### src/include/lsu_defines.svh
/* LSU common width definitions shared by the architectural and pipeline type packages */

`ifndef LSU_DEFINES_SVH
`define LSU_DEFINES_SVH

// Width of a data word moved between the register file and memory
`define LSU_DATA_WIDTH 32

// Width of a byte address
`define LSU_ADDR_WIDTH 32

// Width of the destination tag that travels with each operation
`define LSU_TAG_WIDTH 6

`endif

### src/logic/lsu_isa_pkg.sv
/* LSU architectural types: function codes and the data, address and tag words */

`default_nettype none

`include "lsu_defines.svh"

package lsu_isa_pkg;

    // Data width as a constant so modules can size extension fields
    localparam int LSU_DATA_W = `LSU_DATA_WIDTH;

    // One data word as seen by the register file
    typedef logic [`LSU_DATA_WIDTH-1:0] lsu_data_t;

    // Byte address into the data memory
    typedef logic [`LSU_ADDR_WIDTH-1:0] lsu_addr_t;

    // Destination tag returned with the result
    typedef logic [`LSU_TAG_WIDTH-1:0]  lsu_tag_t;

    // Memory operation codes
    // Loads come first so sub-word loads share the low encodings
    typedef enum logic [3:0] {
        LSU_FUNC_LB  = 4'd0,
        LSU_FUNC_LH  = 4'd1,
        LSU_FUNC_LW  = 4'd2,
        LSU_FUNC_LBU = 4'd3,
        LSU_FUNC_LHU = 4'd4,
        LSU_FUNC_SB  = 4'd5,
        LSU_FUNC_SH  = 4'd6,
        LSU_FUNC_SW  = 4'd7
    } lsu_func_t;

endpackage

`default_nettype wire

### src/logic/lsu_pipe_pkg.sv
/* LSU pipeline types: issued operations, stage-to-stage payloads and the memory word */

`default_nettype none

`include "lsu_defines.svh"

package lsu_pipe_pkg;

    import lsu_isa_pkg::*;

    // Number of byte lanes in one memory word
    localparam int LSU_BYTES = `LSU_DATA_WIDTH / 8;

    // One memory word, read either as a whole or lane by lane
    // The store path and the memory merge bytes through the byte view
    typedef union packed {
        lsu_data_t                  word;
        logic [LSU_BYTES-1:0][7:0]  bytes;
    } lsu_word_u;

    // Operation as it arrives from issue
    typedef struct packed {
        lsu_func_t  func;
        lsu_addr_t  base;
        lsu_data_t  offset;
        lsu_data_t  wdata;
        lsu_tag_t   tag;
    } lsu_op_t;

    // Address generation to execute
    typedef struct packed {
        logic                   valid;
        lsu_func_t              func;
        lsu_addr_t              addr;
        lsu_word_u              wdata;
        logic [LSU_BYTES-1:0]   be;
        logic                   misaligned;
        lsu_tag_t               tag;
    } lsu_ag_ex_t;

    // Execute to writeback
    typedef struct packed {
        logic       valid;
        logic       is_load;
        logic       fault;
        lsu_data_t  data;
        lsu_addr_t  addr;
        lsu_tag_t   tag;
    } lsu_ex_wb_t;

endpackage

`default_nettype wire

### src/logic/lsu_ex.sv
/* LSU execute stage: accesses the data memory, extracts and extends load data and
   completes aligned stores */

`timescale 1ns/1ps
`default_nettype none

module lsu_ex import lsu_isa_pkg::*, lsu_pipe_pkg::*; (
    // Payload from address generation
    input  wire lsu_ag_ex_t         i_ag_ex,

    // Result for writeback
    output lsu_ex_wb_t              o_ex_wb,

    // Data memory port
    // The hit input stays unconnected inside since the scratchpad always hits
    input  wire logic               i_dc_hit,
    input  wire lsu_word_u          i_dc_rdata,
    output lsu_addr_t               o_dc_addr,
    output logic                    o_dc_re,
    output logic                    o_dc_we,
    output logic [LSU_BYTES-1:0]    o_dc_be,
    output lsu_word_u               o_dc_wdata
);

    logic       is_load;
    logic       is_store;
    lsu_data_t  lane;
    lsu_data_t  ld_data;

    assign is_load  = i_ag_ex.func inside {LSU_FUNC_LB, LSU_FUNC_LH, LSU_FUNC_LW,
                                           LSU_FUNC_LBU, LSU_FUNC_LHU};
    assign is_store = i_ag_ex.func inside {LSU_FUNC_SB, LSU_FUNC_SH, LSU_FUNC_SW};

    // Memory is read for every valid load
    assign o_dc_addr  = i_ag_ex.addr;
    assign o_dc_re    = i_ag_ex.valid & is_load;

    // Stores are written at the end of this cycle unless misaligned
    assign o_dc_we    = i_ag_ex.valid & is_store & ~i_ag_ex.misaligned;
    assign o_dc_be    = i_ag_ex.be;
    assign o_dc_wdata = i_ag_ex.wdata;

    // Bring the addressed lane down to bit 0
    assign lane = i_dc_rdata.word >> {i_ag_ex.addr[1:0], 3'b000};

    // Signed loads copy the top bit of the lane upward, unsigned ones fill with zero
    always_comb begin
        case (i_ag_ex.func)
            LSU_FUNC_LB:  ld_data = {{(LSU_DATA_W-8){lane[7]}}, lane[7:0]};
            LSU_FUNC_LH:  ld_data = {{(LSU_DATA_W-16){lane[15]}}, lane[15:0]};
            LSU_FUNC_LBU: ld_data = {{(LSU_DATA_W-8){1'b0}}, lane[7:0]};
            LSU_FUNC_LHU: ld_data = {{(LSU_DATA_W-16){1'b0}}, lane[15:0]};
            default:      ld_data = lane;
        endcase
    end

    // Loads and stores both complete here, so valid passes straight through
    // Faulting loads and all stores carry zero data
    always_comb begin
        o_ex_wb         = '0;
        o_ex_wb.valid   = i_ag_ex.valid;
        o_ex_wb.is_load = is_load;
        o_ex_wb.fault   = i_ag_ex.misaligned;
        o_ex_wb.addr    = i_ag_ex.addr;
        o_ex_wb.tag     = i_ag_ex.tag;
        if (is_load && !i_ag_ex.misaligned) begin
            o_ex_wb.data = ld_data;
        end
    end

endmodule

`default_nettype wire

### config.mk
export PLATFORM = sky130hd
export DESIGN_NAME = lsu_ex
export DESIGN_NICKNAME = d
export VERILOG_FILES = /design/src/logic/lsu_isa_pkg.sv /design/src/logic/lsu_pipe_pkg.sv /design/src/logic/lsu_ex.sv
export VERILOG_INCLUDE_DIRS = /design/src /design/src/include
export SDC_FILE = /design/constraint.sdc
export NUM_CORES = 1
export LEC_CHECK = 0
export BUFFER_PORTS_ARGS = -buffer_cell sky130_fd_sc_hd__buf_2
export CAP_MARGIN = 0
export CELL_PAD_IN_SITES_DETAIL_PLACEMENT = 0
export CELL_PAD_IN_SITES_GLOBAL_PLACEMENT = 1
export CORE_AREA = 2 2 101 103
export DETAILED_ROUTE_END_ITERATION = 10
export DIE_AREA = 0 0 103 105
export MAX_ROUTING_LAYER = met4
export PLACE_DENSITY_LB_ADDON = 0.1
export SYNTH_ARGS = -nofsm -noshare
export SYNTH_HDL_FRONTEND = slang
export SYNTH_SLANG_ARGS = --single-unit
### constraint.sdc
create_clock -name vclk -period 2.9
set_input_delay 0.29 -clock vclk [all_inputs]
set_output_delay 0.29 -clock vclk [all_outputs]
set_load 0.05 [all_outputs]
==> results.yml, run 1 <==
pwr:
  power.density_mw_per_mm2: 178.7
  combPwrFrac_pct: 100.0
  power.internal_w: 0.00008111
  p_leak_nw: 0.6712
  seqPwrFrac_pct: 0
  clock_power_share_pct: 0
  swShare_pct: 69.18
  switchingPower_w: 0.0001821
  vdd_drop_max_uv: 33.62
global_routing:
  grt_pass1_vias: 1417
  antenna_found_initial: 0
  grt_pass1_wl_mm: 7.721
  overflow: 0
  grt_usage_pct: 9.069
  grt_max_degree: 33
min_path:
  min_delay_path_depth: 0
  hp-class: "in -> out"
  min_to: "o_dc_wdata[13]"
  hp-start: "i_ag_ex[24]"
flow_run:
  maxCapViolations: 0
critical_path:
  critPathMaxFanout: 16
  cp-start-kind: "input port"
  critPathRequiredTime_ns: 2.61
  cp-end-kind: "output pin"
  worstSetupPathType: "in -> out"
  arrival_ns: 2.09
sta:
  tns_ns: 0
  rsz0062_at_grt: "false"
  post-route-period-util_pct: 82.00
  slew_headroom_pct: 58.08
  worst_pin_slew_ns: 0.6288
  fmax_ghz: 0.4205
  hold_violations: 0
  setup_viol: 0
  final_max_slew_viol_count: 0
  fin_crit_ns: 2.378
cells_and_area:
  drive_gt1_share_pct: 47.14
  fin_util_pct: 15.28
  diodes: 0
  area_delta_synth_final_pct: -17.23
  seqCellArea_sq_um: 0
  num-nets-final: 325
  nClkBuffers: 0
  nFlopsAndLatches: 0
clock_network:
  cts_resized: 0
  post-cts-setup-buffers: 0
  cts_hold_buf: 0
route:
  dr.max_layer_used: "met4"
  via_count: 1350
  wl_per_cell_um: 14.87
  route.met3.wl_um: 529
  drc_errors: 0
  viasPerCell: 3.936
  firstDrtPassIters: 4
  met2WireLength_mm: 2.241
  drt_iter0_drc: 13
  antenna_left: 0
  wl_mm: 5.099
  drt-met1-wl_mm: 2.239
synth:
  seq_area_frac_synth_pct: 0
  ys_warn_count: 0
  synth.avg_cell_area_sq_um: 7.088
  synth_area_leaders: "buf_4 46%, mux2i_1 9.0%, a211oi_1 5.9%, a211oi_2 5.6%, nor2b_1 4.2%"
  synth_area_leader_cell: "buf_4"
  netlist_area_sq_mm: 0.001779
  synth_cell_types: 29
  synthCells: 251
  ys_top_cells_by_count: "109 x buf_4, 18 x nor2_1, 16 x mux2i_1, 16 x nand2_1, 14 x a211oi_1"
  synth.top_cell.area_share_pct: 45.99
  synthesis.nets: 364
  synth.most_common_cell: "buf_4"
placed_design:
  numPortBuffers: 81
  place.gp.congestion: 0.7114
  dp_hpwl_mm: 4.213
floorplanning:
  start_util_pct: 18.46
  fp.dieW_um: 103
  core_area_sq_mm: 0.009639
  rows: 36
  die_h_um: 105
  io_pins: 256
  die-area_sq_mm: 0.01082
outcome:
  outcome: "complete, no violations"
[final cells by class]
class / instances / area (sq um)
Fill cell: 1190 / 8167
Multi-Input combinational cell: 125 / 870.8
Tap cell: 133 / 166.4
Timing Repair Buffer: 85 / 435.4
[worst max-delay path, stage by stage]
cell and delay, ns:
buf_2 0.22, mux2_4 0.33, or3_4 0.34, a31oi_4 0.51, nor3_1 0.14, buf_2 0.25
[layout by cell type, fill, tap and decap left out, types with 2 or more instances in the layout]
cell type   n
mux2i_1    16
a211oi_2    8
nand2b_1    4
nor3_2      2
nand2_1    16
buf_4       4
nor2_1     18
a21oi_1     9
nor3_1      6
o2bb2ai_1   7
buf_2      81
a211oi_1   14
or3_1       2
nor2b_1    12
[power groups by stage]
stage / Sequential (W) / Combinational (W) / Clock [W]
final: 0 / 0.000263 / 0
after global routing: 0 / 0.000290 / 0
after CTS: 0 / 0.000270 / 0
after detailed placement: 0 / 0.000269 / 0
after global placement: 0 / 0.000271 / 0
after floorplan: 0 / 0.000576 / 0
[worst max path at each step]
stage               depth (start not counted)           to        start  slack, ns
floorplan                                   5  o_ex_wb[42]  i_ag_ex[76]       0.41
global placement                            6  o_ex_wb[55]  i_ag_ex[44]       0.47
detailed placement                          6  o_ex_wb[55]  i_ag_ex[44]       0.47
CTS                                         6  o_ex_wb[55]  i_ag_ex[44]       0.46
global route                                7  o_ex_wb[54]  i_ag_ex[44]       0.36
finish                                      6  o_ex_wb[59]  i_ag_ex[44]       0.52
[routing by layer]
layer | vias up | track usage, %
met1 | 585 | 11.66
met2 | 80 | 14.70
met5 | - | -
met3 | 24 | 1.940
met4 | 0 | 1.598
li1 | 661 | -
[kinds of logic after synthesis]
logic type                after synthesis  share of synthesized area (%)
AOI/OAI and AO/OA                      42                          19.76
buffers and inverters                 126                          51.05
and+or+nand+nor                        64                          18.21
xor gates and xnor gates                1                         0.4924
muxes                                  18                          10.48
[stage by stage]
step                      std cells  setup WS [ns]  hold WS (ns)  area [sq um]  power (W)
after floorplan                 251         0.4058        0.7471          1779  0.0005760
after global placement          343         0.4716        0.5803          1473  0.0002709
after detailed placement        343         0.4715        0.5803          1473  0.0002689
after CTS                       343         0.4611        0.5803          1473  0.0002698
after global routing            343         0.3579        0.5801          1473  0.0002899
final                           343         0.5221        0.5800          1473  0.0002632
No activity file was read; power rests on OpenSTA's default activity.
==> inputs of run 2 (changes only) <==
ABC_AREA = 1   (was not set)
CORE_AREA = 2 2 103 105   (was 2 2 101 103)
DIE_AREA = 0 0 105 107   (was 0 0 103 105)
clock period = 2.2 ns   (was 2.9 ns; I/O delays follow)
==> results.yml, run 2 <==
outcome:
  outcome: "complete, no violations"
min_path:
  hp-class: "in -> out"
  hp-start: "i_ag_ex[67]"
sta:
  post-route-period-util_pct: 85.51
  hold_violations: 0
  final_max_slew_viol_count: 0
  fmax_ghz: 0.5316
  setup_viol: 0
  hold_slack_ns: 0.4400
  worst_pin_slew_ns: 0.3837
  slew_headroom_pct: 74.19
  tns_ns: 0
  fin_crit_ns: 1.881
  rsz0062_at_grt: "false"
synth:
  synthesis.nets: 422
  synthCells: 309
  seq_area_frac_synth_pct: 0
  ys_warn_count: 0
  synth.top_cell.area_share_pct: 45.90
  synth_area_leader_cell: "buf_4"
  netlist_area_sq_mm: 0.001799
  synth_cell_types: 25
  synth.avg_cell_area_sq_um: 5.823
  synth.most_common_cell: "buf_4"
  synth_area_leaders: "buf_4 46%, nand2_1 16%, nor2_1 5.4%, a21oi_1 4.2%, nor2_2 3.5%"
  ys_top_cells_by_count: "110 x buf_4, 76 x nand2_1, 26 x nor2_1"
global_routing:
  grt_max_degree: 23
  grt_usage_pct: 9.941
  grt_pass1_vias: 1605
  antenna_found_initial: 0
  overflow: 0
  grt_pass1_wl_mm: 8.825
route:
  wl_per_cell_um: 14.35
  drt_iter0_drc: 35
  drc_errors: 0
  firstDrtPassIters: 4
  wl_mm: 5.871
  via_count: 1581
  antenna_left: 0
  viasPerCell: 3.866
placed_design:
  dp_hpwl_mm: 4.720
  placed_area_sq_mm: 0.001516
  numPortBuffers: 81
  place.gp.congestion: 0.6919
  dp.cells: 409
cells_and_area:
  fin_area_sq_mm: 0.001516
  drive_gt1_share_pct: 41.76
  diodes: 0
  fin_cells: 409
  num-nets-final: 388
  layout_commonest_cell: "buf_2"
  area_delta_synth_final_pct: -15.72
  layout_common_cells: "81 x buf_2, 76 x nand2_1, 26 x nor2_1"
  nFlopsAndLatches: 0
  seqCellArea_sq_um: 0
  nClkBuffers: 0
floorplanning:
  start_util_pct: 17.83
  die-area_sq_mm: 0.01124
  core_area_sq_mm: 0.01009
  die_h_um: 107
  io_pins: 256
  fp.dieW_um: 105
  rows: 37
flow_run:
  maxCapViolations: 0
clock_network:
  cts_resized: 0
  post-cts-setup-buffers: 0
  cts_hold_buf: 0
pwr:
  clock_power_share_pct: 0
  seqPwrFrac_pct: 0
  p_leak_nw: 0.8519
  power.density_mw_per_mm2: 247.3
  swShare_pct: 71.44
  power.internal_w: 0.0001071
  vdd_drop_max_uv: 63.93
  switchingPower_w: 0.0002679
  combPwrFrac_pct: 100.0
critical_path:
  critPathMaxFanout: 16
  arrival_ns: 1.66
  worstSetupPathType: "in -> out"
  cp-start-kind: "input port"
  cp-end-kind: "output pin"
  startpoint: "i_ag_ex[43]"
  critPathRequiredTime_ns: 1.98
run 2: cell count changes in the layout (fill, tap and decap cells not counted), moves of 8 or more:
cell / change
nor2_1: +8
nand2_1: +60
mux2i_1: -16
a211oi_2: -8
nor2b_1: -12
nor2_2: +10
nand3_1: +12
run 2: critical path, stage by stage:
cell	delay, ns
buf_2	0.16
inv_4	0.13
nand2_1	0.08
nand3_1	0.13
nand3_4	0.17
nand3_2	0.12
nand2_4	0.16
nor2_1	0.19
buf_2	0.29
run 2: area by class of cell:
| type | instances | area (sq um) |
|---|---|---|
| Fill cell | 1245 | 8576 |
| Multi-Input combinational cell | 174 | 840.8 |
| Timing Repair Buffer | 89 | 465.4 |
| Inverter | 10 | 40.04 |
| Tap cell | 136 | 170.2 |
run 2: power by group through the flow:
stage               sequential (W)  clock [W]  combinational [W]
floorplan                        0          0           0.000775
global placement                 0          0           0.000385
detailed placement               0          0           0.000384
CTS                              0          0           0.000384
global route                     0          0           0.000414
finish                           0          0           0.000375
run 2: routing by layer:
metal	global-route usage [%]	share of wire, %	vias up
met5	-	0	-
met2	15.35	42	76
met4	2.095	2.3	0
met1	13.67	48	686
li1	-	-	797
met3	1.641	8.0	22
run 2: final timing paths:
kind       endpoint  slack [ns]  depth (start not counted)
min   o_dc_addr[24]        0.44                          0
max     o_ex_wb[56]        0.32                          9
run 2: cells by family (layout without fill, tap and decap cells):
kind of cell,Yosys count,count (layout),share of synthesized area [%]
AOI/OAI and AO/OA,39,39,13.49
buffers and inverters,135,99,53.27
and+or+nand+nor,135,135,33.24
run 2: through the flow:
| stage | utilization (%) | setup slack (ns) | power (W) |
|---|---|---|---|
| 2_1_floorplan | - | 0.007178 | 0.0007749 |
| 3_3_place_gp | 15.03 | 0.2682 | 0.0003849 |
| 3_5_place_dp | 15.03 | 0.2756 | 0.0003836 |
| 4_1_cts | 15.03 | 0.2717 | 0.0003844 |
| 5_1_grt | 15.03 | 0.1293 | 0.0004141 |
| 6_report | 15.03 | 0.3187 | 0.0003750 |
