File: src/include/lsu_defines.svh
/* LSU common width definitions shared by the architectural and pipeline type packages */

`ifndef LSU_DEFINES_SVH
`define LSU_DEFINES_SVH

// Width of a data word moved between the register file and memory
`define LSU_DATA_WIDTH 32

// Width of a byte address
`define LSU_ADDR_WIDTH 32

// Width of the destination tag that travels with each operation
`define LSU_TAG_WIDTH 6

`endif

File: src/logic/lsu_isa_pkg.sv
/* LSU architectural types: function codes and the data, address and tag words */

`default_nettype none

`include "lsu_defines.svh"

package lsu_isa_pkg;

    // Data width as a constant so modules can size extension fields
    localparam int LSU_DATA_W = `LSU_DATA_WIDTH;

    // One data word as seen by the register file
    typedef logic [`LSU_DATA_WIDTH-1:0] lsu_data_t;

    // Byte address into the data memory
    typedef logic [`LSU_ADDR_WIDTH-1:0] lsu_addr_t;

    // Destination tag returned with the result
    typedef logic [`LSU_TAG_WIDTH-1:0]  lsu_tag_t;

    // Memory operation codes
    // Loads come first so sub-word loads share the low encodings
    typedef enum logic [3:0] {
        LSU_FUNC_LB  = 4'd0,
        LSU_FUNC_LH  = 4'd1,
        LSU_FUNC_LW  = 4'd2,
        LSU_FUNC_LBU = 4'd3,
        LSU_FUNC_LHU = 4'd4,
        LSU_FUNC_SB  = 4'd5,
        LSU_FUNC_SH  = 4'd6,
        LSU_FUNC_SW  = 4'd7
    } lsu_func_t;

endpackage

`default_nettype wire

File: src/logic/lsu_pipe_pkg.sv
/* LSU pipeline types: issued operations, stage-to-stage payloads and the memory word */

`default_nettype none

`include "lsu_defines.svh"

package lsu_pipe_pkg;

    import lsu_isa_pkg::*;

    // Number of byte lanes in one memory word
    localparam int LSU_BYTES = `LSU_DATA_WIDTH / 8;

    // One memory word, read either as a whole or lane by lane
    // The store path and the memory merge bytes through the byte view
    typedef union packed {
        lsu_data_t                  word;
        logic [LSU_BYTES-1:0][7:0]  bytes;
    } lsu_word_u;

    // Operation as it arrives from issue
    typedef struct packed {
        lsu_func_t  func;
        lsu_addr_t  base;
        lsu_data_t  offset;
        lsu_data_t  wdata;
        lsu_tag_t   tag;
    } lsu_op_t;

    // Address generation to execute
    typedef struct packed {
        logic                   valid;
        lsu_func_t              func;
        lsu_addr_t              addr;
        lsu_word_u              wdata;
        logic [LSU_BYTES-1:0]   be;
        logic                   misaligned;
        lsu_tag_t               tag;
    } lsu_ag_ex_t;

    // Execute to writeback
    typedef struct packed {
        logic       valid;
        logic       is_load;
        logic       fault;
        lsu_data_t  data;
        lsu_addr_t  addr;
        lsu_tag_t   tag;
    } lsu_ex_wb_t;

endpackage

`default_nettype wire

File: src/logic/lsu_wb.sv
/* LSU writeback register: returns the tagged result and raises write enable or fault */

`timescale 1ns/1ps
`default_nettype none

module lsu_wb import lsu_isa_pkg::*, lsu_pipe_pkg::*; (
    input  wire logic       clk,
    input  wire logic       i_arst_n,

    input  wire lsu_ex_wb_t i_ex_wb,

    output logic            o_valid,
    output logic            o_rd_we,
    output logic            o_fault,
    output lsu_tag_t        o_tag,
    output lsu_addr_t       o_addr,
    output lsu_data_t       o_data
);

    // Control bits come out of reset cleared
    // Register file is written only for a load that did not fault
    always_ff @(posedge clk or negedge i_arst_n) begin
        if (!i_arst_n) begin
            o_valid <= 1'b0;
            o_rd_we <= 1'b0;
            o_fault <= 1'b0;
        end else begin
            o_valid <= i_ex_wb.valid;
            o_rd_we <= i_ex_wb.valid & i_ex_wb.is_load & ~i_ex_wb.fault;
            o_fault <= i_ex_wb.valid & i_ex_wb.fault;
        end
    end

    // Result fields are only meaningful while o_valid is high
    always_ff @(posedge clk) begin
        o_tag  <= i_ex_wb.tag;
        o_addr <= i_ex_wb.addr;
        o_data <= i_ex_wb.data;
    end

endmodule

`default_nettype wire

File: config.mk
export PLATFORM = sky130hd
export DESIGN_NAME = lsu_wb
export DESIGN_NICKNAME = d
export VERILOG_FILES = /design/src/logic/lsu_isa_pkg.sv /design/src/logic/lsu_pipe_pkg.sv /design/src/logic/lsu_wb.sv
export VERILOG_INCLUDE_DIRS = /design/src /design/src/include
export SDC_FILE = /design/constraint.sdc
export NUM_CORES = 1
export LEC_CHECK = 0
export BUFFER_PORTS_ARGS = -buffer_cell sky130_fd_sc_hd__buf_2
export CORE_MARGIN = 3
export CORE_UTILIZATION = 36
export CTS_CLUSTER_DIAMETER = 30
export DETAILED_ROUTE_END_ITERATION = 16
export PLACE_DENSITY = 0.93
export SLEW_MARGIN = 20
export SYNTH_ARGS = -nofsm -noshare
export SYNTH_HDL_FRONTEND = slang
export SYNTH_SLANG_ARGS = --single-unit
File: constraint.sdc
create_clock -name clk -period 1 [get_ports clk]
set_input_delay 0.1 -clock clk [delete_from_list [all_inputs] [get_ports clk]]
set_output_delay 0.1 -clock clk [all_outputs]
set_load 0.02 [all_outputs]
==> metrics.yaml, run 1 <==
global_route:
  grt_max_degree: 13
  grt_pass1_wl_um: 8540
  first_global_vias: 1707
  groute.usage.overall: 0.239
  grt_antenna_before_repair: 0
  grt_overflow_total: 0
critical_path:
  crit_fanout: 1
  crit_arrival_ns: 0.85
  worst-path-buf-inv: 1
  setup.worst_path.end: "o_valid"
  path_depth: 1
  worst_setup_path_end_kind: "output pin"
  critPathKind: "reg2out"
  cp-startpoint: "o_valid$_DFF_PN0_"
  cp_top_family: "flip-flops"
  path_cells: "buf_2"
  cp.required_ns: 0.90
  slowest_delay_ns: 0.37
  cp_slowest_cell: "dfrtp_1"
  start_kind: "register"
final_layout:
  final-seq-area_um2: 1480
  nets: 381
  drive_gt1_frac: 0.527
  diodes: 0
  syn_to_final_growth_pct: 121
  fillers: 187
  multi_input_area_um2: 16.3
floorplan:
  pin_count: 148
  core_um2: 3830
  die-height_um: 70.4
  die_w_um: 70.4
  dieArea_um2: 4950
  initial_core_util: 0.390
  rows: 22
logic_synthesis:
  synth_area_um2: 1490
  synth-edff-count: 0
  syn_nets: 150
  synthCells: 75
  netlist.area_leader.share: 0.939
  yosys.area.top_type: "dfxtp_1"
  ys_top_cells_by_area: "dfxtp_1, dfrtp_1, and3b_1"
  yosysMostFrequentCell: "dfxtp_1"
  synth_common_cells: "dfxtp_1, dfrtp_1, and2_2, and3b_1"
  yosys_warnings: 0
  synth-seq-cells: 73
  async_reset_ff_frac: 0.0411
  ys_seq_area_frac: 0.989
  synth.distinct_cells: 4
  ys_dominant_reg_cell: "dfxtp_1"
  avgSynthCellArea_um2: 19.9
detailed_routing:
  drtIter0Drc: 30
  wl_um: 5620
  dr.pass1.iters: 3
  drc: 0
  vias_per_cell: 4.04
  vias: 1452
  wl_per_cell_um: 15.7
  drtAntennaViolNets: 0
clock_network:
  numClockSinks: 73
  post_cts_buffers: 0
  htreeDepth: 3
  clk_pin_slew_ns: 0.07
  clockBufferDepth: 2
  cts_buffers: 9
  hold_buffers: 73
  cts_resized: 0
  ctsRootBufferMaster: "clkbuf_8"
  cts_tree: "done"
sta:
  slew_violations: 0
  fin_crit_sh: 0.953
  tns_ns: 0
  hold_viol: 0
  min_period_ns: 0.953
  hold_ws_ns: 0.0349
  rsz0062_at_grt: "no"
  timing.fmax_ghz: 1.05
  slew_headroom: 0.913
  setup_viol: 0
  worst_slew_pin_slew_ns: 0.131
worst_hold_path:
  hold_class: "in2reg"
power:
  p_leak_nw: 1.66
  total_power_w: 0.00692
  irDropWorstVdd_mv: 1.44
  power_density_nw_per_um2: 2100
placed_design:
  dp_hpwl_um: 2900
  gp_congestion: 0.705
  portBuffers: 147
outcome:
  outcome: "complete, no violations"
job:
  cap_viol_max_count: 0
## power breakdown
part           internal (W)  switching, W
sequential          0.00306     0.0000418
combinational      0.000391      0.000355
clock               0.00204       0.00102
## final cells by class
| class | count | share of cell area |
|---|---|---|
| Clock inverter | 5 | 0.0380 |
| Sequential cell | 73 | 0.448 |
| Multi-Input combinational cell | 2 | 0.00494 |
| Timing Repair Buffer | 220 | 0.445 |
| Clock buffer | 11 | 0.0459 |
| Tap cell | 48 | 0.0182 |
## cells in the final DEF, fill, tap and decap left out
master,instances
and2_2,1
dfrtp_1,3
buf_2,147
bufinv_16,4
clkbuf_8,11
clkinv_2,1
dfxtp_1,70
and3b_1,1
dlygate4sd3_1,73
## cell families (layout without fill, tap and decap cells)
group         after synthesis  after routing  share of synthesized area
flops                      73             73                      0.989
buf+inv                     0            236                          0
simple gates                2              2                     0.0109
## state kept, by name, indices dropped and copies added (netlist names)
name and cells:
o_addr 32, o_data 32, o_tag 6, o_fault 1
o_rd_we 1, o_valid 1
## layer usage
| layer | up-vias | global-route usage | part of all wire |
|---|---|---|---|
| met3 | 20 | 0.0892 | 0.099 |
| met4 | 0 | 0.151 | 0.033 |
| li1 | 692 | - | - |
| met2 | 104 | 0.437 | 0.54 |
| met5 | - | 0 | 0 |
| met1 | 636 | 0.217 | 0.33 |
## worst min-delay path by stage
stage                     cells past startpoint   startpoint                end  slack [ns]
after floorplan                               0     i_arst_n  o_fault$_DFF_PN0_       -0.20
after global placement                        1     i_arst_n  o_valid$_DFF_PN0_       -0.11
after detailed placement                      1     i_arst_n  o_rd_we$_DFF_PN0_        -0.1
after CTS                                     2  i_ex_wb[71]  o_rd_we$_DFF_PN0_        0.02
after global routing                          2  i_ex_wb[71]  o_rd_we$_DFF_PN0_        0.04
final                                         2  i_ex_wb[71]  o_rd_we$_DFF_PN0_        0.03
## stage by stage
step | worst slack [ns] | cell area [um^2] | utilization | std cells
final | 0.0472 | 3300 | 0.861 | 359
after global routing | 0.00629 | 3300 | 0.861 | 359
after CTS | 0.0352 | 3300 | 0.861 | 359
after detailed placement | 0.401 | 2290 | 0.598 | 270
after global placement | 0.418 | 2290 | 0.598 | 270
after floorplan | 0.484 | 1490 | - | 75
(Power assumes the default switching activity.)
==> inputs of run 2 (changes only) <==
==> constraint.sdc (replaced) <==
create_clock -name clk -period 1.1 [get_ports clk]
set_input_delay 0.11 -clock clk [delete_from_list [all_inputs] [get_ports clk]]
set_output_delay 0.11 -clock clk [all_outputs]
set_load 0.02 [all_outputs]
==> metrics.yaml, run 2 (synthesis gave the netlist of run 1 again) <==
power:
  p_sw_w: 0.00127  # -11%
  p_clk_frac: 0.395  # -0.048
  internal_power_w: 0.00453  # -18%
  combPwrFrac: 0.117  # +0.009
  seq_power_share: 0.487  # +0.038
  p_leak_nw: 1.64  # -1.5%
  switching_share: 0.218  # +0.0129
  irDropWorstVdd_mv: 1.72  # +19%
  power_density_nw_per_um2: 1790  # -15%
critical_path:
  worst-path-buf-inv: 1  # unchanged
  crit_fanout: 1  # unchanged
  critPathKind: "reg2out"
  path_depth: 1  # unchanged
  slowest_delay_ns: 0.38  # about the same
  worst_setup_path_end_kind: "output pin"
  start_kind: "register"
  cp_top_family: "flip-flops"
  path_cells: "buf_2"
  cp_slowest_cell: "dfrtp_1"
  cp.required_ns: 0.99  # +0.09 ns
  crit_arrival_ns: 0.88  # +0.03 ns
global_route:
  first_global_vias: 1655  # -3.0%
  grt_pass1_wl_um: 8880  # +4.0%
  grtUsageMet3: 0.102  # +0.0129
  grt_antenna_before_repair: 0  # unchanged
  grt_max_degree: 13  # unchanged
  grt_overflow_total: 0  # unchanged
  busiest_layer: "met2"
  groute.usage.overall: 0.248  # +0.00959
  grtUsageMet2: 0.445  # +0.00832
  use_met1: 0.245  # +0.0281
clock_network:
  ctsRootBufferMaster: "clkbuf_8"
  numClockSinks: 73  # unchanged
  clockBufferDepth: 2  # unchanged
  clk_pin_slew_ns: 0.07  # about the same
  htreeDepth: 3  # unchanged
  hold_buffers: 73  # unchanged
  post_cts_buffers: 0  # unchanged
  cts_resized: 0  # unchanged
  cts_buffers: 9  # unchanged
  cts_tree: "done"
outcome:
  outcome: "complete, no violations"
final_layout:
  fillers: 197  # +5.3%
  fin_area_um2: 3250  # -1.4%
  layout_common_cells: "buf_2, dlygate4sd3_1, dfxtp_1"
  final-seq-area_um2: 1480  # unchanged
  multi_input_area_um2: 16.3  # unchanged
  syn_to_final_growth_pct: 118
  drive_gt1_frac: 0.527  # unchanged
  nets: 381  # unchanged
  diodes: 0  # unchanged
  final_common_cell: "buf_2"
  top_regs: "o_addr (32), o_data (32), o_tag (6)"
floorplan:
  pin_count: 148  # unchanged
  initial_core_util: 0.390  # unchanged
  core_um2: 3830  # unchanged
  dieArea_um2: 4950  # unchanged
  rows: 22  # unchanged
  die-height_um: 70.4  # unchanged
  die_w_um: 70.4  # unchanged
sta:
  fin_crit_sh: 0.896
  rsz0062_at_grt: "no"
  slew_headroom: 0.911  # -0.00169
  min_period_ns: 0.985
  setup_ws_ns: 0.115  # +0.0675 ns
  slew_violations: 0  # unchanged
  worst_slew_pin_slew_ns: 0.134  # +0.00255 ns
  timing.fmax_ghz: 1.01
  tns_ns: 0  # unchanged
  hold_viol: 0  # unchanged
  setup_viol: 0  # unchanged
worst_hold_path:
  whs_path_depth: 2  # unchanged
  hold_class: "in2reg"
detailed_routing:
  drtIter0Drc: 39  # +30%
  drtAntennaViolNets: 0  # unchanged
  vias_per_cell: 4.08  # +0.96%
  wl_per_cell_um: 15.8  # +1.2%
  wl_um: 5690  # +1.2%
  vias: 1466  # +0.96%
  dr.pass1.iters: 4  # +1
  drc: 0  # unchanged
placed_design:
  gp_congestion: 0.705  # unchanged
  dp_slack_ns: 0.496  # +0.0945 ns
  dpl_cell_area_um2: 2290  # unchanged
  portBuffers: 147  # unchanged
job:
  cap_viol_max_count: 0  # unchanged
[run 2: cell types whose count changed in the layout (fill, tap and decap cells not counted)]
| cell | delta |
|---|---|
| bufinv_16 | -2 |
| clkinv_2 | +1 |
| clkinvlp_4 | +1 |
[run 2: metrics by stage]
stage / cells / hold WS [ns] / utilization / power, W
floorplan: 75 / -0.186 / - / 0.00307
global placement: 270 / -0.0951 / 0.598 / 0.00332
global route: 359 / 0.0102 / 0.849 / 0.00602
detailed placement: 270 / -0.0889 / 0.598 / 0.00334
CTS: 359 / 0.0176 / 0.849 / 0.00582
finish: 359 / 0.0283 / 0.849 / 0.00580
[run 2: area by class of cell]
class	count	area share
Sequential cell	73	0.455
Timing Repair Buffer	220	0.451
Clock buffer	11	0.0466
Clock inverter	5	0.0239
Tap cell	48	0.0185
Multi-Input combinational cell	2	0.00501
[run 2: path summary, 6_finish.rpt]
kind	slack, ns	from	end
max	0.11	o_valid$_DFF_PN0_	o_valid
max in group asynchronous	0.84	i_arst_n	o_fault$_DFF_PN0_
min	0.03	i_ex_wb[71]	o_rd_we$_DFF_PN0_
min in group asynchronous	0.15	i_arst_n	o_rd_we$_DFF_PN0_
[run 2: power groups by stage]
| stage | clock network (W) | registers [W] | logic, W |
|---|---|---|---|
| 5_1_grt | 0.00247 | 0.00284 | 0.000718 |
| 4_1_cts | 0.00234 | 0.00282 | 0.000656 |
| 6_report | 0.00229 | 0.00283 | 0.000680 |
| 3_5_place_dp | 0 | 0.00288 | 0.000458 |
| 2_1_floorplan | 0 | 0.00307 | 0.00000292 |
| 3_3_place_gp | 0 | 0.00287 | 0.000448 |
[run 2: routing by layer]
layer / part of all wire / vias up
li1: - / 694
met1: 0.35 / 669
met2: 0.54 / 92
met3: 0.098 / 11
met4: 0.017 / 0
met5: 0 / -
==> inputs of run 3 (changes only) <==
==> constraint.sdc (replaced) <==
create_clock -name clk -period 1.1 [get_ports clk]
set_input_delay 0 -clock clk [delete_from_list [all_inputs] [get_ports clk]]
set_output_delay 0 -clock clk [all_outputs]
set_load 0.02 [all_outputs]
==> metrics.yaml, run 3 (synthesis gave the netlist of run 1 again) <==
final_layout:
  fin_util: 0.863  # +0.0141
  finalNonFillerCells: 361  # +0.56%
  top_regs: "o_addr (32), o_data (32), o_tag (6)"
  fillers: 181  # -8.1%
  multi_input_area_um2: 16.3  # unchanged
  nets: 383  # +0.52%
  final-seq-area_um2: 1480  # unchanged
  final_common_cell: "buf_2"
  drive_gt1_frac: 0.524  # -0.00337
  syn_to_final_growth_pct: 121
  layout_common_cells: "buf_2, dlygate4sd3_1, dfxtp_1"
  diodes: 0  # unchanged
power:
  irDropWorstVdd_mv: 1.33  # -23%
  combPwrFrac: 0.111  # -0.006
  total_power_w: 0.00616  # +6.2%
  p_sw_w: 0.00132  # +4.1%
  internal_power_w: 0.00484  # +6.7%
  seq_power_share: 0.459  # -0.028
  switching_share: 0.214  # -0.00418
  p_leak_nw: 1.66  # +1.3%
  power_density_nw_per_um2: 1860  # +4.4%
  p_clk_frac: 0.430  # +0.035
worst_hold_path:
  hold_class: "in2reg"
clock_network:
  clockBufferDepth: 2  # unchanged
  post_cts_buffers: 0  # unchanged
  htreeDepth: 3  # unchanged
  numClockSinks: 73  # unchanged
  cts_buffers: 9  # unchanged
  clk_pin_slew_ns: 0.08  # about the same
  cts_tree: "done"
  ctsRootBufferMaster: "clkbuf_8"
critical_path:
  crit_arrival_ns: 0.87  # about the same
  cp_top_family: "flip-flops"
  start_kind: "register"
  crit_fanout: 1  # unchanged
  cp.required_ns: 1.10  # +0.11 ns
  worst-path-buf-inv: 1  # unchanged
  cp_slowest_cell: "dfrtp_1"
  slowest_delay_ns: 0.38  # about the same
  worst_setup_path_end_kind: "output pin"
  critPathKind: "reg2out"
  path_cells: "buf_2"
floorplan:
  die_w_um: 70.4  # unchanged
  rows: 22  # unchanged
  dieArea_um2: 4950  # unchanged
  die-height_um: 70.4  # unchanged
  pin_count: 148  # unchanged
  core_um2: 3830  # unchanged
  initial_core_util: 0.390  # unchanged
sta:
  hold_viol: 0  # unchanged
  worst_slew_pin_slew_ns: 0.149  # +0.0148 ns
  slew_violations: 0  # unchanged
  rsz0062_at_grt: "no"
  timing.fmax_ghz: 1.15  # +13%
  setup_viol: 0  # unchanged
  slew_headroom: 0.901  # -0.0108
  tns_ns: 0  # unchanged
  fin_crit_sh: 0.790  # -0.106
  min_period_ns: 0.869  # -0.117 ns
global_route:
  groute.usage.overall: 0.252  # +0.00400
  grt_max_degree: 13  # unchanged
  first_global_vias: 1726  # +4.3%
  grt_pass1_wl_um: 9130  # +2.8%
  grt_overflow_total: 0  # unchanged
  grt_antenna_before_repair: 0  # unchanged
detailed_routing:
  wl_um: 5720  # +0.60%
  drtIter0Drc: 52  # +33%
  dr.pass1.iters: 4  # unchanged
  drtAntennaViolNets: 0  # unchanged
  vias_per_cell: 4.08  # about the same
  vias: 1473  # +0.48%
  wl_per_cell_um: 15.8  # about the same
  drc: 0  # unchanged
outcome:
  outcome: "complete, no violations"
placed_design:
  portBuffers: 147  # unchanged
  place_inst: 270  # unchanged
  gp_congestion: 0.705  # unchanged
  dp_hpwl_um: 2890
job:
  cap_viol_max_count: 0  # unchanged
-- run 3: power by group through the flow --
stage / Combinational [W] / Sequential [W] / Clock (W)
2_1_floorplan: 0.00000292 / 0.00307 / 0
3_3_place_gp: 0.000448 / 0.00287 / 0
3_5_place_dp: 0.000459 / 0.00288 / 0
4_1_cts: 0.000663 / 0.00282 / 0.00267
5_1_grt: 0.000725 / 0.00284 / 0.00281
6_report: 0.000684 / 0.00283 / 0.00265
-- run 3: final cells by class --
class | count | share of cell area
Multi-Input combinational cell | 2 | 0.00493
Clock buffer | 12 | 0.0500
Clock inverter | 4 | 0.0296
Sequential cell | 73 | 0.447
Timing Repair Buffer | 222 | 0.450
Tap cell | 48 | 0.0182
-- run 3: what timing repair did --
| action | in CTS | in global routing |
|---|---|---|
| resized for setup | 0 | 0 |
| hold endpoints to repair | 76 | 0 |
| hold buffers | 75 | 0 |
-- run 3: stage by stage --
stage / hold slack [ns] / setup WS (ns) / area [um^2]
floorplan: -0.296 / 0.684 / 1490
global placement: -0.205 / 0.618 / 2290
detailed placement: -0.199 / 0.603 / 2290
CTS: 0.275 / 0.226 / 3300
global route: 0.280 / 0.180 / 3300
finish: 0.298 / 0.231 / 3300
-- run 3: per-layer routing --
layer / GRT usage / routed length [um]
met1: 0.257 / 2050
met2: 0.453 / 3050
met3: 0.0820 / 525
met4: 0.130 / 95
met5: 0 / 0
-- run 3: final timing paths --
kind	from	endpoint	slack [ns]	cells past startpoint
max in group asynchronous	i_arst_n	o_rd_we$_DFF_PN0_	0.39	3
setup / recovery	o_valid$_DFF_PN0_	o_valid	0.23	1
hold / removal	i_ex_wb[8]	o_addr[2]$_DFF_P_	0.30	2
min in group asynchronous	i_arst_n	o_valid$_DFF_PN0_	0.56	3
