===== src/include/lsu_defines.svh =====
/* LSU common width definitions shared by the architectural and pipeline type packages */

`ifndef LSU_DEFINES_SVH
`define LSU_DEFINES_SVH

// Width of a data word moved between the register file and memory
`define LSU_DATA_WIDTH 32

// Width of a byte address
`define LSU_ADDR_WIDTH 32

// Width of the destination tag that travels with each operation
`define LSU_TAG_WIDTH 6

`endif


===== src/logic/lsu_isa_pkg.sv =====
/* LSU architectural types: function codes and the data, address and tag words */

`default_nettype none

`include "lsu_defines.svh"

package lsu_isa_pkg;

    // Data width as a constant so modules can size extension fields
    localparam int LSU_DATA_W = `LSU_DATA_WIDTH;

    // One data word as seen by the register file
    typedef logic [`LSU_DATA_WIDTH-1:0] lsu_data_t;

    // Byte address into the data memory
    typedef logic [`LSU_ADDR_WIDTH-1:0] lsu_addr_t;

    // Destination tag returned with the result
    typedef logic [`LSU_TAG_WIDTH-1:0]  lsu_tag_t;

    // Memory operation codes
    // Loads come first so sub-word loads share the low encodings
    typedef enum logic [3:0] {
        LSU_FUNC_LB  = 4'd0,
        LSU_FUNC_LH  = 4'd1,
        LSU_FUNC_LW  = 4'd2,
        LSU_FUNC_LBU = 4'd3,
        LSU_FUNC_LHU = 4'd4,
        LSU_FUNC_SB  = 4'd5,
        LSU_FUNC_SH  = 4'd6,
        LSU_FUNC_SW  = 4'd7
    } lsu_func_t;

endpackage

`default_nettype wire


===== src/logic/lsu_pipe_pkg.sv =====
/* LSU pipeline types: issued operations, stage-to-stage payloads and the memory word */

`default_nettype none

`include "lsu_defines.svh"

package lsu_pipe_pkg;

    import lsu_isa_pkg::*;

    // Number of byte lanes in one memory word
    localparam int LSU_BYTES = `LSU_DATA_WIDTH / 8;

    // One memory word, read either as a whole or lane by lane
    // The store path and the memory merge bytes through the byte view
    typedef union packed {
        lsu_data_t                  word;
        logic [LSU_BYTES-1:0][7:0]  bytes;
    } lsu_word_u;

    // Operation as it arrives from issue
    typedef struct packed {
        lsu_func_t  func;
        lsu_addr_t  base;
        lsu_data_t  offset;
        lsu_data_t  wdata;
        lsu_tag_t   tag;
    } lsu_op_t;

    // Address generation to execute
    typedef struct packed {
        logic                   valid;
        lsu_func_t              func;
        lsu_addr_t              addr;
        lsu_word_u              wdata;
        logic [LSU_BYTES-1:0]   be;
        logic                   misaligned;
        lsu_tag_t               tag;
    } lsu_ag_ex_t;

    // Execute to writeback
    typedef struct packed {
        logic       valid;
        logic       is_load;
        logic       fault;
        lsu_data_t  data;
        lsu_addr_t  addr;
        lsu_tag_t   tag;
    } lsu_ex_wb_t;

endpackage

`default_nettype wire


===== src/logic/lsu_agu.sv =====
/* LSU address generation stage: effective address, alignment check and store lane
   placement, registered in front of execute */

`timescale 1ns/1ps
`default_nettype none

module lsu_agu import lsu_isa_pkg::*, lsu_pipe_pkg::*; (
    input  wire logic       clk,
    input  wire logic       i_arst_n,

    // Issued operation, one-cycle strobe with no ready
    input  wire logic       i_op_valid,
    input  wire lsu_op_t    i_op,

    // Registered payload for execute
    output lsu_ag_ex_t      o_ag_ex
);

    lsu_addr_t  addr;
    lsu_ag_ex_t ag_d;
    lsu_ag_ex_t ag_q;
    logic       valid_q;

    // Effective address is base plus offset, wrapping at the address width
    assign addr = i_op.base + i_op.offset;

    always_comb begin
        ag_d            = '0;
        ag_d.valid      = i_op_valid;
        ag_d.func       = i_op.func;
        ag_d.addr       = addr;
        ag_d.tag        = i_op.tag;

        // Halfwords need an even address and words need a word-aligned one
        case (i_op.func)
            LSU_FUNC_LH, LSU_FUNC_LHU, LSU_FUNC_SH: ag_d.misaligned = addr[0];
            LSU_FUNC_LW, LSU_FUNC_SW:               ag_d.misaligned = |addr[1:0];
            default:                                ag_d.misaligned = 1'b0;
        endcase

        // Place store bytes in the lanes they will occupy in memory
        // Loads leave every enable clear
        case (i_op.func)
            LSU_FUNC_SB: begin
                ag_d.wdata.bytes[addr[1:0]] = i_op.wdata[7:0];
                ag_d.be[addr[1:0]]          = 1'b1;
            end
            LSU_FUNC_SH: begin
                // Upper address bit picks the half, odd addresses are caught as faults
                ag_d.wdata.bytes[{addr[1], 1'b0}] = i_op.wdata[7:0];
                ag_d.wdata.bytes[{addr[1], 1'b1}] = i_op.wdata[15:8];
                ag_d.be[{addr[1], 1'b0}]          = 1'b1;
                ag_d.be[{addr[1], 1'b1}]          = 1'b1;
            end
            LSU_FUNC_SW: begin
                ag_d.wdata.word = i_op.wdata;
                ag_d.be         = '1;
            end
            default: begin
            end
        endcase
    end

    // Only the valid bit needs a known state out of reset
    always_ff @(posedge clk or negedge i_arst_n) begin
        if (!i_arst_n) begin
            valid_q <= 1'b0;
        end else begin
            valid_q <= i_op_valid;
        end
    end

    always_ff @(posedge clk) begin
        ag_q <= ag_d;
    end

    always_comb begin
        o_ag_ex       = ag_q;
        o_ag_ex.valid = valid_q;
    end

endmodule

`default_nettype wire


===== config.mk =====
export PLATFORM = sky130hd
export DESIGN_NAME = lsu_agu
export DESIGN_NICKNAME = d
export VERILOG_FILES = /design/src/logic/lsu_isa_pkg.sv /design/src/logic/lsu_pipe_pkg.sv /design/src/logic/lsu_agu.sv
export VERILOG_INCLUDE_DIRS = /design/src /design/src/include
export SDC_FILE = /design/constraint.sdc
export NUM_CORES = 1
export LEC_CHECK = 0
export BUFFER_PORTS_ARGS = -buffer_cell sky130_fd_sc_hd__clkbuf_2
export CORE_ASPECT_RATIO = 1.1
export CORE_MARGIN = 2
export CORE_UTILIZATION = 29
export DETAILED_ROUTE_END_ITERATION = 6
export PLACE_DENSITY = 0.62
export SLEW_MARGIN = 20
export SYNTH_ARGS = -nofsm -noshare
export SYNTH_HDL_FRONTEND = slang
export SYNTH_SLANG_ARGS = --single-unit

===== constraint.sdc =====
create_clock -name clk -period 1.6 [get_ports clk]
set_clock_uncertainty 0.1 [all_clocks]
set_input_delay 0.24 -clock clk [delete_from_list [all_inputs] [get_ports clk]]
set_output_delay 0.24 -clock clk [all_outputs]
set_load 0.02 [all_outputs]

==> results of run 1 <==
[logic make-up (layout without fill, tap and decap cells)]
kind of cell,after synthesis,count (layout)
DFF,80,80
xor gates and xnor gates,28,28
muxes,1,1
adders and majority gates,32,32
and+or+nand+nor,102,103
AOI/OAI and AO/OA,124,124
buffers and inverters,29,328
[metrics by stage]
stage          setup WS [ps]  std cells  power, W  utilization [%]
2_1_floorplan           -432        396   0.00342                -
3_3_place_gp            -696        827   0.00427             44.9
3_5_place_dp            -726        827   0.00429             44.9
4_1_cts                 -271        853   0.00651             49.1
5_1_grt                 -342        857   0.00689             51.1
6_report                -264        857   0.00658             51.1
[flip-flops by register name (all words and copies together), names as in the netlist]
register and flops:
o_ag_ex 79, valid_q 1
[cells in the final DEF, fill, tap and decap left out, drive strengths merged, types with 3 or more instances in the layout]
cell and count:
and2 10, a21o 14, xor2 9, clkbuf 193
nand2b 5, nand2 24, a222oi 8, o21ai 12
nor2 29, a21boi 3, dfxtp 79, a211oi 5
ha 31, a22o 16, and3 3, o31ai 3
nor3 5, a211o 3, clkinvlp 4, a21oi 27
inv 17, a311oi 4, o21a 7, a31oi 5
buf 103, nand3 10, nor2b 5, nand4 4
xnor2 19, or3 3, dlygate4sd3 10
[final timing paths]
| check | startpoint | endpoint | slack (ps) | depth (start not counted) |
|---|---|---|---|---|
| max | i_op[38] | o_ag_ex[73] | -260 | 11 |
| min in group asynchronous | i_arst_n | valid_q | 100 | 2 |
| min | i_op[29] | o_ag_ex[34] | 30 | 2 |
| max in group asynchronous | i_arst_n | valid_q | 1210 | 2 |
[power by group through the flow]
stage / Combinational (W) / Clock [W] / Sequential [W]
6_report: 0.00219 / 0.00210 / 0.00230
4_1_cts: 0.00206 / 0.00215 / 0.00230
3_3_place_gp: 0.00193 / 0 / 0.00234
2_1_floorplan: 0.000794 / 0 / 0.00263
3_5_place_dp: 0.00195 / 0 / 0.00234
5_1_grt: 0.00235 / 0.00222 / 0.00232
[repair_timing]
item | CTS | global route
setup endpoints to repair | 41 | 49
cloned | 1 | 0
pin swaps | 26 | 23
hold buffers | 10 | 0
hold endpoints to repair | 10 | 0
setup buffers | 1 | 4
gates resized for setup | 29 | 37
[synthesized netlist by cell type (all sizes together), types with 4 or more instances]
master | instances | share of area, %
a211oi | 5 | 0.97
and2 | 10 | 1.6
a222oi | 8 | 2.1
xor2 | 9 | 2.0
inv | 15 | 1.5
a311oi | 4 | 1.4
a21o | 14 | 2.7
nand4 | 4 | 0.65
nand3 | 10 | 1.3
nor2b | 5 | 1.0
buf | 8 | 1.1
dfxtp | 79 | 41
ha | 31 | 10
clkbuf | 6 | 0.58
a22o | 16 | 3.6
nand2 | 24 | 2.4
nor2 | 28 | 2.8
xnor2 | 19 | 4.3
a21oi | 27 | 3.7
o21a | 7 | 1.4
o21ai | 12 | 1.6
a31oi | 5 | 0.97
nor3 | 5 | 0.65
nand2b | 5 | 0.81
[final cells by class]
class	count	share of cell area (%)
Multi-Input combinational cell	288	39.5
Timing Repair Buffer	297	28.1
Sequential cell	80	24.0
Clock buffer	9	3.36
Tap cell	161	3.01
Clock inverter	7	1.16
Inverter	15	0.841
[metal layers]
metal	routed length [µm]	part of all wire [%]	vias to the layer above	global-route usage, %
li1	-	-	2057	-
met1	5070	40	1928	18.8
met2	6770	54	135	33.1
met3	625	4.9	13	3.83
met4	172	1.4	0	5.02
met5	0	0	-	0
[worst max-delay path, cell delays in order]
cell       delay [ps]
buf_8              70
ha_4              130
inv_2              30
fa_2              360
nor2b_4           150
o2111ai_4         130
nand2_2           120
a311oi_4          100
o21ba_4           280
o31ai_4           250
xor2_1            150
==> metrics.yaml, run 1 <==
finish:
  layout.nets: 832
  final_area_mm2: 0.00670
  register_area_mm2: 0.00161
  multi_input_area_mm2: 0.00264
  drive_above_1_share_pct: 54.5
  diodes: 0
  syn_to_final_growth_pct: 73.1
  fillers: 1231
detailed_routing:
  dr.pass1.iters: 5
  wl_per_cell_um: 14.8
  vias: 4133
  viasPerCell: 4.82
  drc: 0
  wirelength_um: 12600
  ant_nets: 0
  drt-initial-drc-count: 163
placement:
  globalplace.congestion: 0.842
  io_buffers: 188
  dp_hpwl_um: 9620
  placed_area_mm2: 0.00589
floorplan:
  io_pins: 189
  start_util_pct: 29.5
  core_area_mm2: 0.0131
  die_x_um: 114
  fp.dieH_um: 125
  fp.dieArea_mm2: 0.0143
  num_rows: 44
clock_network:
  cts_tree: "built"
  cts.clk_slew.worst_paths_ps: 70
  clkSinkCount: 80
  root_buffer: "clkbuf_16"
  clockBufferDepth: 2
  cts_max_level: 3
  cts_buffers: 9
setup_path:
  crit_path_start_kind: "input port"
  criticalPathCategory: "input port to register"
  critical_path_required_ps: 1770
  cp-end-kind: "register"
  arrival_ps: 2030
  cp_max_fo: 6
pwr:
  p_per_area_mw_per_mm2: 984
  switchingPower_w: 0.00210
  leakage_nw: 3.25
  comb_power_share_pct: 33.2
  p_seq_share_pct: 34.9
  intPower_w: 0.00448
  pwr-share-clk_pct: 31.8
  peakVddDrop_mv: 0.447
  switching_share_pct: 31.9
logic_synthesis:
  synthMuxAreaShare_pct: 0.259
  yosysUniqueCellTypes: 61
  synthFlopType: "dfxtp_1"
  synth-edff-count: 0
  synth-seq-cells: 80
  postSynthCellCount: 396
  syn_area_mm2: 0.00387
  ys_async_sr_fraction_pct: 1.25
  avgSynthCellArea_um2: 9.77
  synth_xor_area_share_pct: 6.34
  syn_nets: 537
  ys.warnings.count: 0
  synth-adder-area-share_pct: 10.5
  ys_seq_area_share_pct: 41.5
  synth_compound_area_share_pct: 24.5
  synth_top_family_by_area: "compound AO/OA/AOI/OAI gates"
  yosys.area_share.simple_pct: 13.6
run_status:
  violations: "negative setup slack"
  outcome: "finished, violations left"
timing:
  fin_crit_ps: 1860
  hold_violations: 0
  max_freq_mhz: 537
  hold-worst-slack_ps: 26.0
  worst_pin_slew_ps: 788
  grt_setup_unrepaired: "yes"
  finalWorstSetupSlack_ps: -264
  slew_headroom_pct: 47.4
  post-route-period-util_pct: 116
  setup_violations: 33
  slew_violations: 0
  finalSetupTns_ps: -3450
worst_hold_path:
  min_path_type: "input port to register"
grt:
  antenna_found_initial: 0
  grt_usage_pct: 17.3
  gr-total-overflow: 0
  grt_pass1_vias: 4256
  grt_first_pass_wirelength_um: 19800
  grt_max_degree: 18
run:
  drv_cap: 0
No activity file was read; power rests on OpenSTA's default activity.
==> run 2, diff against run 1 <==
--- a/config.mk
+++ b/config.mk
@@ -6,12 +6,13 @@
 export SDC_FILE = /design/constraint.sdc
 export NUM_CORES = 1
 export LEC_CHECK = 0
+export ABC_AREA = 1
 export BUFFER_PORTS_ARGS = -buffer_cell sky130_fd_sc_hd__clkbuf_2
 export CORE_ASPECT_RATIO = 1.1
 export CORE_MARGIN = 2
 export CORE_UTILIZATION = 29
 export DETAILED_ROUTE_END_ITERATION = 6
-export PLACE_DENSITY = 0.62
+export PLACE_DENSITY = 0.6
 export SLEW_MARGIN = 20
 export SYNTH_ARGS = -nofsm -noshare
 export SYNTH_HDL_FRONTEND = slang
==> run 2 against run 1 <==
  * The flow now finishes without violations
  * Clock-buffer cell count is 1 higher
  * Wire length is 9.7% higher
  * Die area is 16% higher
  * First-iteration DRC count is 21% higher
  * Critical path depth is 4 lower
  * Setup slack better by 350 ps
  * Sequential share of layout area is 0.19 points higher
  * Global-route usage is 0.25 points lower
  * Hold slack worse by 4.6 ps
  * Fmax is 23% higher
  * Critical path type unchanged
  * Critical endpoint is now o_ag_ex[19]
  * Largest power group is now the clock network
==> metrics.yaml, run 2 <==
placement:
  dpl.cell_count: 1122  # was 827
  globalplace.congestion: 0.904  # was 0.842
  io_buffers: 188  # unchanged
  placed_area_mm2: 0.00613  # was 0.00589 mm²
  dp_slack_ps: -294  # was -726 ps
  dp_hpwl_um: 11400  # was 9620 µm
clock_network:
  cts.clk_slew.worst_paths_ps: 60  # was 70 ps
  cts_buffers: 9  # unchanged
  cts_max_level: 3  # unchanged
  clkSinkCount: 80  # unchanged
  root_buffer: "clkbuf_16"  # unchanged
  cts_tree: "built"  # unchanged
  clockBufferDepth: 2  # unchanged
detailed_routing:
  drc: 0  # unchanged
  vias: 4874  # was 4133
  viasPerCell: 4.22  # was 4.82
  drt-initial-drc-count: 197  # was 163
  dr.pass1.iters: 4  # was 5
  ant_nets: 0  # unchanged
  wirelength_um: 13900  # was 12600 µm
  wl_per_cell_um: 12.0  # was 14.8 µm
logic_synthesis:
  yosys-top-cells-area: "dfxtp_1, nand2_1, inv_1"  # was dfxtp_1, ha_1, xnor2_1
  yosys.area.top_type: "dfxtp_1"  # unchanged
  synthFlopType: "dfxtp_1"  # unchanged
  synth_top_area_share_pct: 35.2  # was 40.9%
  ys.warnings.count: 0  # unchanged
  ys_seq_area_share_pct: 35.7  # was 41.5%
  synth_common_cells: "nand2_1, inv_1, dfxtp_1, nor2_1, ha_1"  # was dfxtp_1, ha_1, nor2_1, a21oi_1, nand2_1
  yosysMostFrequentCell: "nand2_1"  # was dfxtp_1
  postSynthCellCount: 681  # was 396
  synth-seq-cells: 80  # unchanged
  synth-edff-count: 0  # unchanged
  ys_async_sr_fraction_pct: 1.25  # unchanged
  syn_area_mm2: 0.00450  # was 0.00387 mm²
  syn_nets: 822  # was 537
  yosysUniqueCellTypes: 33  # was 61
  avgSynthCellArea_um2: 6.60  # was 9.77 µm²
setup_path:
  path_delay_family: "adder cells"  # was compound AO/OA/AOI/OAI gates
  crit_path_start_kind: "input port"  # unchanged
  cp_num_buf_inv: 3  # was 2
  criticalPathCategory: "input port to register"  # unchanged
  worst_path_max_delay_cell: "fa_2"  # unchanged
  cp_slowest_stage_delay_ps: 540  # was 360 ps
  cp-end-kind: "register"  # unchanged
  cp_cell_sequence: "clkbuf_2 > ha_4 > inv_2 > fa_2 > buf_4 > nand3_2 > o22ai_1"  # was buf_8 > ha_4 > inv_2 > fa_2 > nor2b_4 > o2111ai_4 > nand2_2 > a311oi_4 > o21ba_4 > o31ai_4 > xor2_1
  arrival_ps: 1670  # was 2030 ps
  critical_path_required_ps: 1760  # was 1770 ps
  cp_max_fo: 9  # was 6
finish:
  drive_above_1_share_pct: 30.8  # was 54.5%
  diodes: 0  # unchanged
  layout.nets: 1095  # was 832
  register_area_mm2: 0.00161  # unchanged
  layout_commonest_cell: "nand2_1"  # was clkbuf_2
  multi_input_area_mm2: 0.00237  # was 0.00264 mm²
  instances_no_fill: 1155  # was 857
  syn_to_final_growth_pct: 47.7  # was 73.1%
  fillers: 1582  # was 1231
  final_cell_mix: "nand2_1, clkbuf_2, inv_1, dfxtp_1, buf_4"  # was clkbuf_2, buf_4, dfxtp_1, nand2_1
  final_area_mm2: 0.00664  # was 0.00670 mm²
  largest_reg_flops: 79  # unchanged
timing:
  grt_setup_unrepaired: "no"  # was yes
  slew_violations: 0  # unchanged
  max_freq_mhz: 662  # was 537 MHz
  worst_pin_slew_ps: 350  # was 788 ps
  post-route-period-util_pct: 94.4  # was 116%
  slew_headroom_pct: 76.5  # was 47.4%
  hold_violations: 0  # unchanged
  finalWorstSetupSlack_ps: 90.0  # was -264 ps
  fin_crit_ps: 1510  # was 1860 ps
  setup_violations: 0  # was 33
pwr:
  leakage_nw: 3.96  # was 3.25 nW
  peakVddDrop_mv: 0.480  # was 0.447 mV
  p_per_area_mw_per_mm2: 966  # was 984 mW/mm²
floorplan:
  io_pins: 189  # unchanged
  die_x_um: 123  # was 114 µm
  num_rows: 47  # was 44
  start_util_pct: 29.7  # was 29.5%
  core_area_mm2: 0.0151  # was 0.0131 mm²
  fp.dieH_um: 135  # was 125 µm
  fp.dieArea_mm2: 0.0165  # was 0.0143 mm²
grt:
  grt_usage_pct: 17.1  # was 17.3%
  gr-total-overflow: 0  # unchanged
  grt_max_degree: 18  # unchanged
  antenna_found_initial: 0  # unchanged
  grt_first_pass_wirelength_um: 21900  # was 19800 µm
  grt_pass1_vias: 4720  # was 4256
worst_hold_path:
  min_path_type: "input port to register"  # unchanged
run:
  drv_cap: 0  # unchanged
run_status:
  outcome: "completed"  # was finished, violations left
[run 2: path summary, 6_finish.rpt]
kind / slack, ps / startpoint / endpoint / depth (start not counted)
max in group asynchronous: 1220 / i_arst_n / valid_q / 2
hold / removal: 20 / i_op[36] / o_ag_ex[41] / 3
min in group asynchronous: 90 / i_arst_n / valid_q / 2
setup / recovery: 90 / i_op[38] / o_ag_ex[19] / 7
[run 2: cell families (layout without fill, tap and decap cells)]
group	Yosys count	in the layout	share of synthesized area, %
DFF	80	80	35.7
AOI/OAI and AO/OA	57	57	8.04
xor gates and xnor gates	15	15	2.92
buffers and inverters	145	423	12.3
adders and majority gates	32	32	9.07
and+or+nand+nor	352	352	32.0
[run 2: area by class of cell]
type / instances / area share, %
multi-input combinational: 456 / 35.6
tap: 196 / 3.69
sequential: 80 / 24.2
timing repair buffer: 264 / 23.4
inverter: 143 / 8.12
clock inverter: 6 / 1.36
clock buffer: 10 / 3.60
[run 2: stage by stage]
step | hold WS, ps | total power (W) | setup TNS, ps | util (%)
global route | 11.2 | 0.00680 | 0 | 43.9
floorplan | -156 | 0.00334 | -1200 | -
finish | 21.4 | 0.00642 | 0 | 43.9
detailed placement | -83.8 | 0.00411 | -11800 | 40.6
CTS | 2.71 | 0.00653 | 0 | 43.9
global placement | -84.7 | 0.00412 | -10710 | 40.6
[run 2: what timing repair did]
item,4_1_cts,5_1_grt
gates resized for setup,0,2
hold buffers,17,0
setup endpoints to repair,0,5
endpoints found under the hold margin,17,0
setup buffers,0,0
[run 2: per-layer routing]
| layer | GRT usage (%) | wire length [µm] | up-vias |
|---|---|---|---|
| li1 | - | - | 2624 |
| met1 | 19.5 | 5950 | 2053 |
| met2 | 31.3 | 6700 | 186 |
| met3 | 4.48 | 1050 | 11 |
| met4 | 4.21 | 168 | 0 |
| met5 | 0 | 0 | - |
[run 2: power by group]
part	internal [W]	leakage (nW)	switching, W
clock	0.00142	0.159	0.000907
combinational	0.000737	3.14	0.00109
sequential	0.00221	0.667	0.0000616
total	0.00436	3.96	0.00206
==> run 3, diff against run 2 <==
--- a/config.mk
+++ b/config.mk
@@ -12,6 +12,7 @@
 export CORE_MARGIN = 2
 export CORE_UTILIZATION = 29
 export DETAILED_ROUTE_END_ITERATION = 6
+export GPL_TIMING_DRIVEN = 0
 export PLACE_DENSITY = 0.6
 export SLEW_MARGIN = 20
 export SYNTH_ARGS = -nofsm -noshare
==> run 3 against run 2 <==
  * Fmax shrank 4.2%
  * Setup slack lost 67 ps
  * Combinational power shrank 8%
  * Sequential share of layout area grew 1.4 points
  * Critical path depth grew 3
  * Global-route usage shrank 1.1 points
  * Clock-buffer cell count is the same
  * Core utilization shrank 2.5 points
  * Hold slack lost 11 ps
==> metrics.yaml, run 3 (synthesized netlist as in run 2, its figures left out) <==
run_status:
  outcome: "completed"  # unchanged
timing:
  slew_violations: 0  # unchanged
  grt_setup_unrepaired: "yes"  # was no
  slew_headroom_pct: 66.7  # was 76.5%
  hold_violations: 0  # unchanged
  post-route-period-util_pct: 98.6  # was 94.4%
  worst_pin_slew_ps: 498  # was 350 ps
  fin_crit_ps: 1580  # was 1510 ps
  setup_violations: 0  # unchanged
  finalSetupTns_ps: 0  # unchanged
  max_freq_mhz: 634  # was 662 MHz
setup_path:
  cp_cell_sequence: "clkbuf_2 > ha_4 > inv_2 > fa_2 > inv_4 > nor2_4 > inv_2 > o21ai_4 > inv_4 > nor2_2"  # was clkbuf_2 > ha_4 > inv_2 > fa_2 > buf_4 > nand3_2 > o22ai_1
  crit_path_start_kind: "input port"  # unchanged
  cp-end-kind: "register"  # unchanged
  cp_slowest_stage_delay_ps: 600  # was 540 ps
  worst_path_max_delay_cell: "fa_2"  # unchanged
  criticalPathCategory: "input port to register"  # unchanged
  cp_num_buf_inv: 5  # was 3
  cp_max_fo: 8  # was 9
  path_delay_family: "adder cells"  # unchanged
  critical_path_required_ps: 1780  # was 1760 ps
  arrival_ps: 1760  # was 1670 ps
grt:
  grt_usage_pct: 16.0  # was 17.1%
  gr-total-overflow: 0  # unchanged
  grt_max_degree: 15  # was 18
  grt_pass1_vias: 4345  # was 4720
  antenna_found_initial: 0  # unchanged
  grt_first_pass_wirelength_um: 20400  # was 21900 µm
finish:
  layout.nets: 1037  # was 1095
  syn_to_final_growth_pct: 39.4  # was 47.7%
  layout_commonest_cell: "nand2_1"  # unchanged
  drive_above_1_share_pct: 28.1  # was 30.8%
  diodes: 0  # unchanged
  register_area_mm2: 0.00161  # unchanged
  fillers: 1596  # was 1582
  largest_reg_flops: 79  # unchanged
  instances_no_fill: 1097  # was 1155
  multi_input_area_mm2: 0.00242  # was 0.00237 mm²
  final_area_mm2: 0.00627  # was 0.00664 mm²
  final_cell_mix: "nand2_1, clkbuf_2, inv_1, dfxtp_1, nor2_1"  # was nand2_1, clkbuf_2, inv_1, dfxtp_1, buf_4
  final_util_pct: 41.5  # was 43.9%
clock_network:
  cts_buffers: 9  # unchanged
  clkSinkCount: 80  # unchanged
  cts_max_level: 3  # unchanged
  clockBufferDepth: 2  # unchanged
  cts_tree: "built"  # unchanged
  root_buffer: "clkbuf_16"  # unchanged
  cts.clk_slew.worst_paths_ps: 60  # about the same
placement:
  globalplace.congestion: 0.898  # was 0.904
  dpl.cell_count: 1065  # was 1122
  dp_hpwl_um: 11200  # was 11400 µm
  placed_area_mm2: 0.00570  # was 0.00613 mm²
  io_buffers: 188  # unchanged
pwr:
  finalPower_w: 0.00625  # was 0.00642 W
  peakVddDrop_mv: 0.472  # was 0.480 mV
  leakage_nw: 3.69  # was 3.96 nW
  p_per_area_mw_per_mm2: 997  # was 966 mW/mm²
floorplan:
  io_pins: 189  # unchanged
  start_util_pct: 29.7  # unchanged
  die_x_um: 123  # unchanged
  num_rows: 47  # unchanged
  core_area_mm2: 0.0151  # unchanged
  fp.dieArea_mm2: 0.0165  # unchanged
  fp.dieH_um: 135  # unchanged
worst_hold_path:
  min_path_type: "input port to register"  # unchanged
  min_from: "i_op[29]"  # was i_op[36]
  whs_path_depth: 3  # unchanged
  holdPathEnd: "o_ag_ex[34]"  # was o_ag_ex[41]
detailed_routing:
  ant_nets: 0  # unchanged
  viasPerCell: 4.29  # was 4.22
  vias: 4702  # was 4874
  drc: 0  # unchanged
  wl_per_cell_um: 12.3  # was 12.0 µm
  drt-initial-drc-count: 181  # was 197
  wirelength_um: 13500  # was 13900 µm
  dr.pass1.iters: 4  # unchanged
run:
  drv_cap: 0  # unchanged
==> run 3: layout make-up <==
| class | instances | share of cell area, % |
|---|---|---|
| inverters | 143 | 8.65 |
| clock buffers | 10 | 3.81 |
| plain buffers | 2 | 0.200 |
| well taps | 196 | 3.91 |
| clock inverters | 6 | 1.44 |
| repair buffers | 204 | 17.7 |
| flip-flops and latches | 80 | 25.6 |
| multi-input cells | 456 | 38.6 |
==> run 3: worst max-delay path by stage <==
stage                         from          end  slack (ps)  cells after the start
after floorplan           i_op[38]  o_ag_ex[11]        -110                      9
after global placement    i_op[38]  o_ag_ex[38]        -400                      7
after detailed placement  i_op[38]  o_ag_ex[38]        -390                      7
after CTS                 i_op[38]  o_ag_ex[38]         -30                      7
after global routing      i_op[38]  o_ag_ex[59]         -50                     12
final                     i_op[38]  o_ag_ex[14]          20                     10
==> run 3: per-layer routing <==
layer / global-route usage [%] / vias up / part of all wire (%)
met5: 0 / - / 0
met4: 6.00 / 0 / 2.4
met3: 4.01 / 21 / 8.0
met2: 28.3 / 187 / 47
met1: 18.2 / 1980 / 42
li1: - / 2514 / -
==> run 3: tightest hold or removal path, cell delays in order <==
cell      delay (ps)
clkbuf_2          80
nand2_1           50
o21ai_1           50
==> run 3: metrics by stage <==
| stage | setup WS (ps) | hold slack, ps |
|---|---|---|
| 5_1_grt | -52.2 | 17.0 |
| 6_report | 23.0 | 10.3 |
| 2_1_floorplan | -107 | -156 |
| 3_3_place_gp | -396 | -84.9 |
| 3_5_place_dp | -394 | -83.2 |
| 4_1_cts | -29.6 | 1.19 |
==> run 3: timing repair <==
item / 4_1_cts / 5_1_grt
pin swaps: 0 / 2
gates resized for setup: 0 / 19
setup endpoints to repair: 17 / 32
buffers inserted: 0 / 1
hold buffers: 15 / 0
endpoints found under the hold margin: 15 / 0
==> run 3: power by group <==
part / leakage (nW) / internal [W] / switching (W)
combinational: 2.87 / 0.000606 / 0.00107
sequential: 0.667 / 0.00221 / 0.0000604
clock: 0.159 / 0.00142 / 0.000883
total: 3.69 / 0.00423 / 0.00201
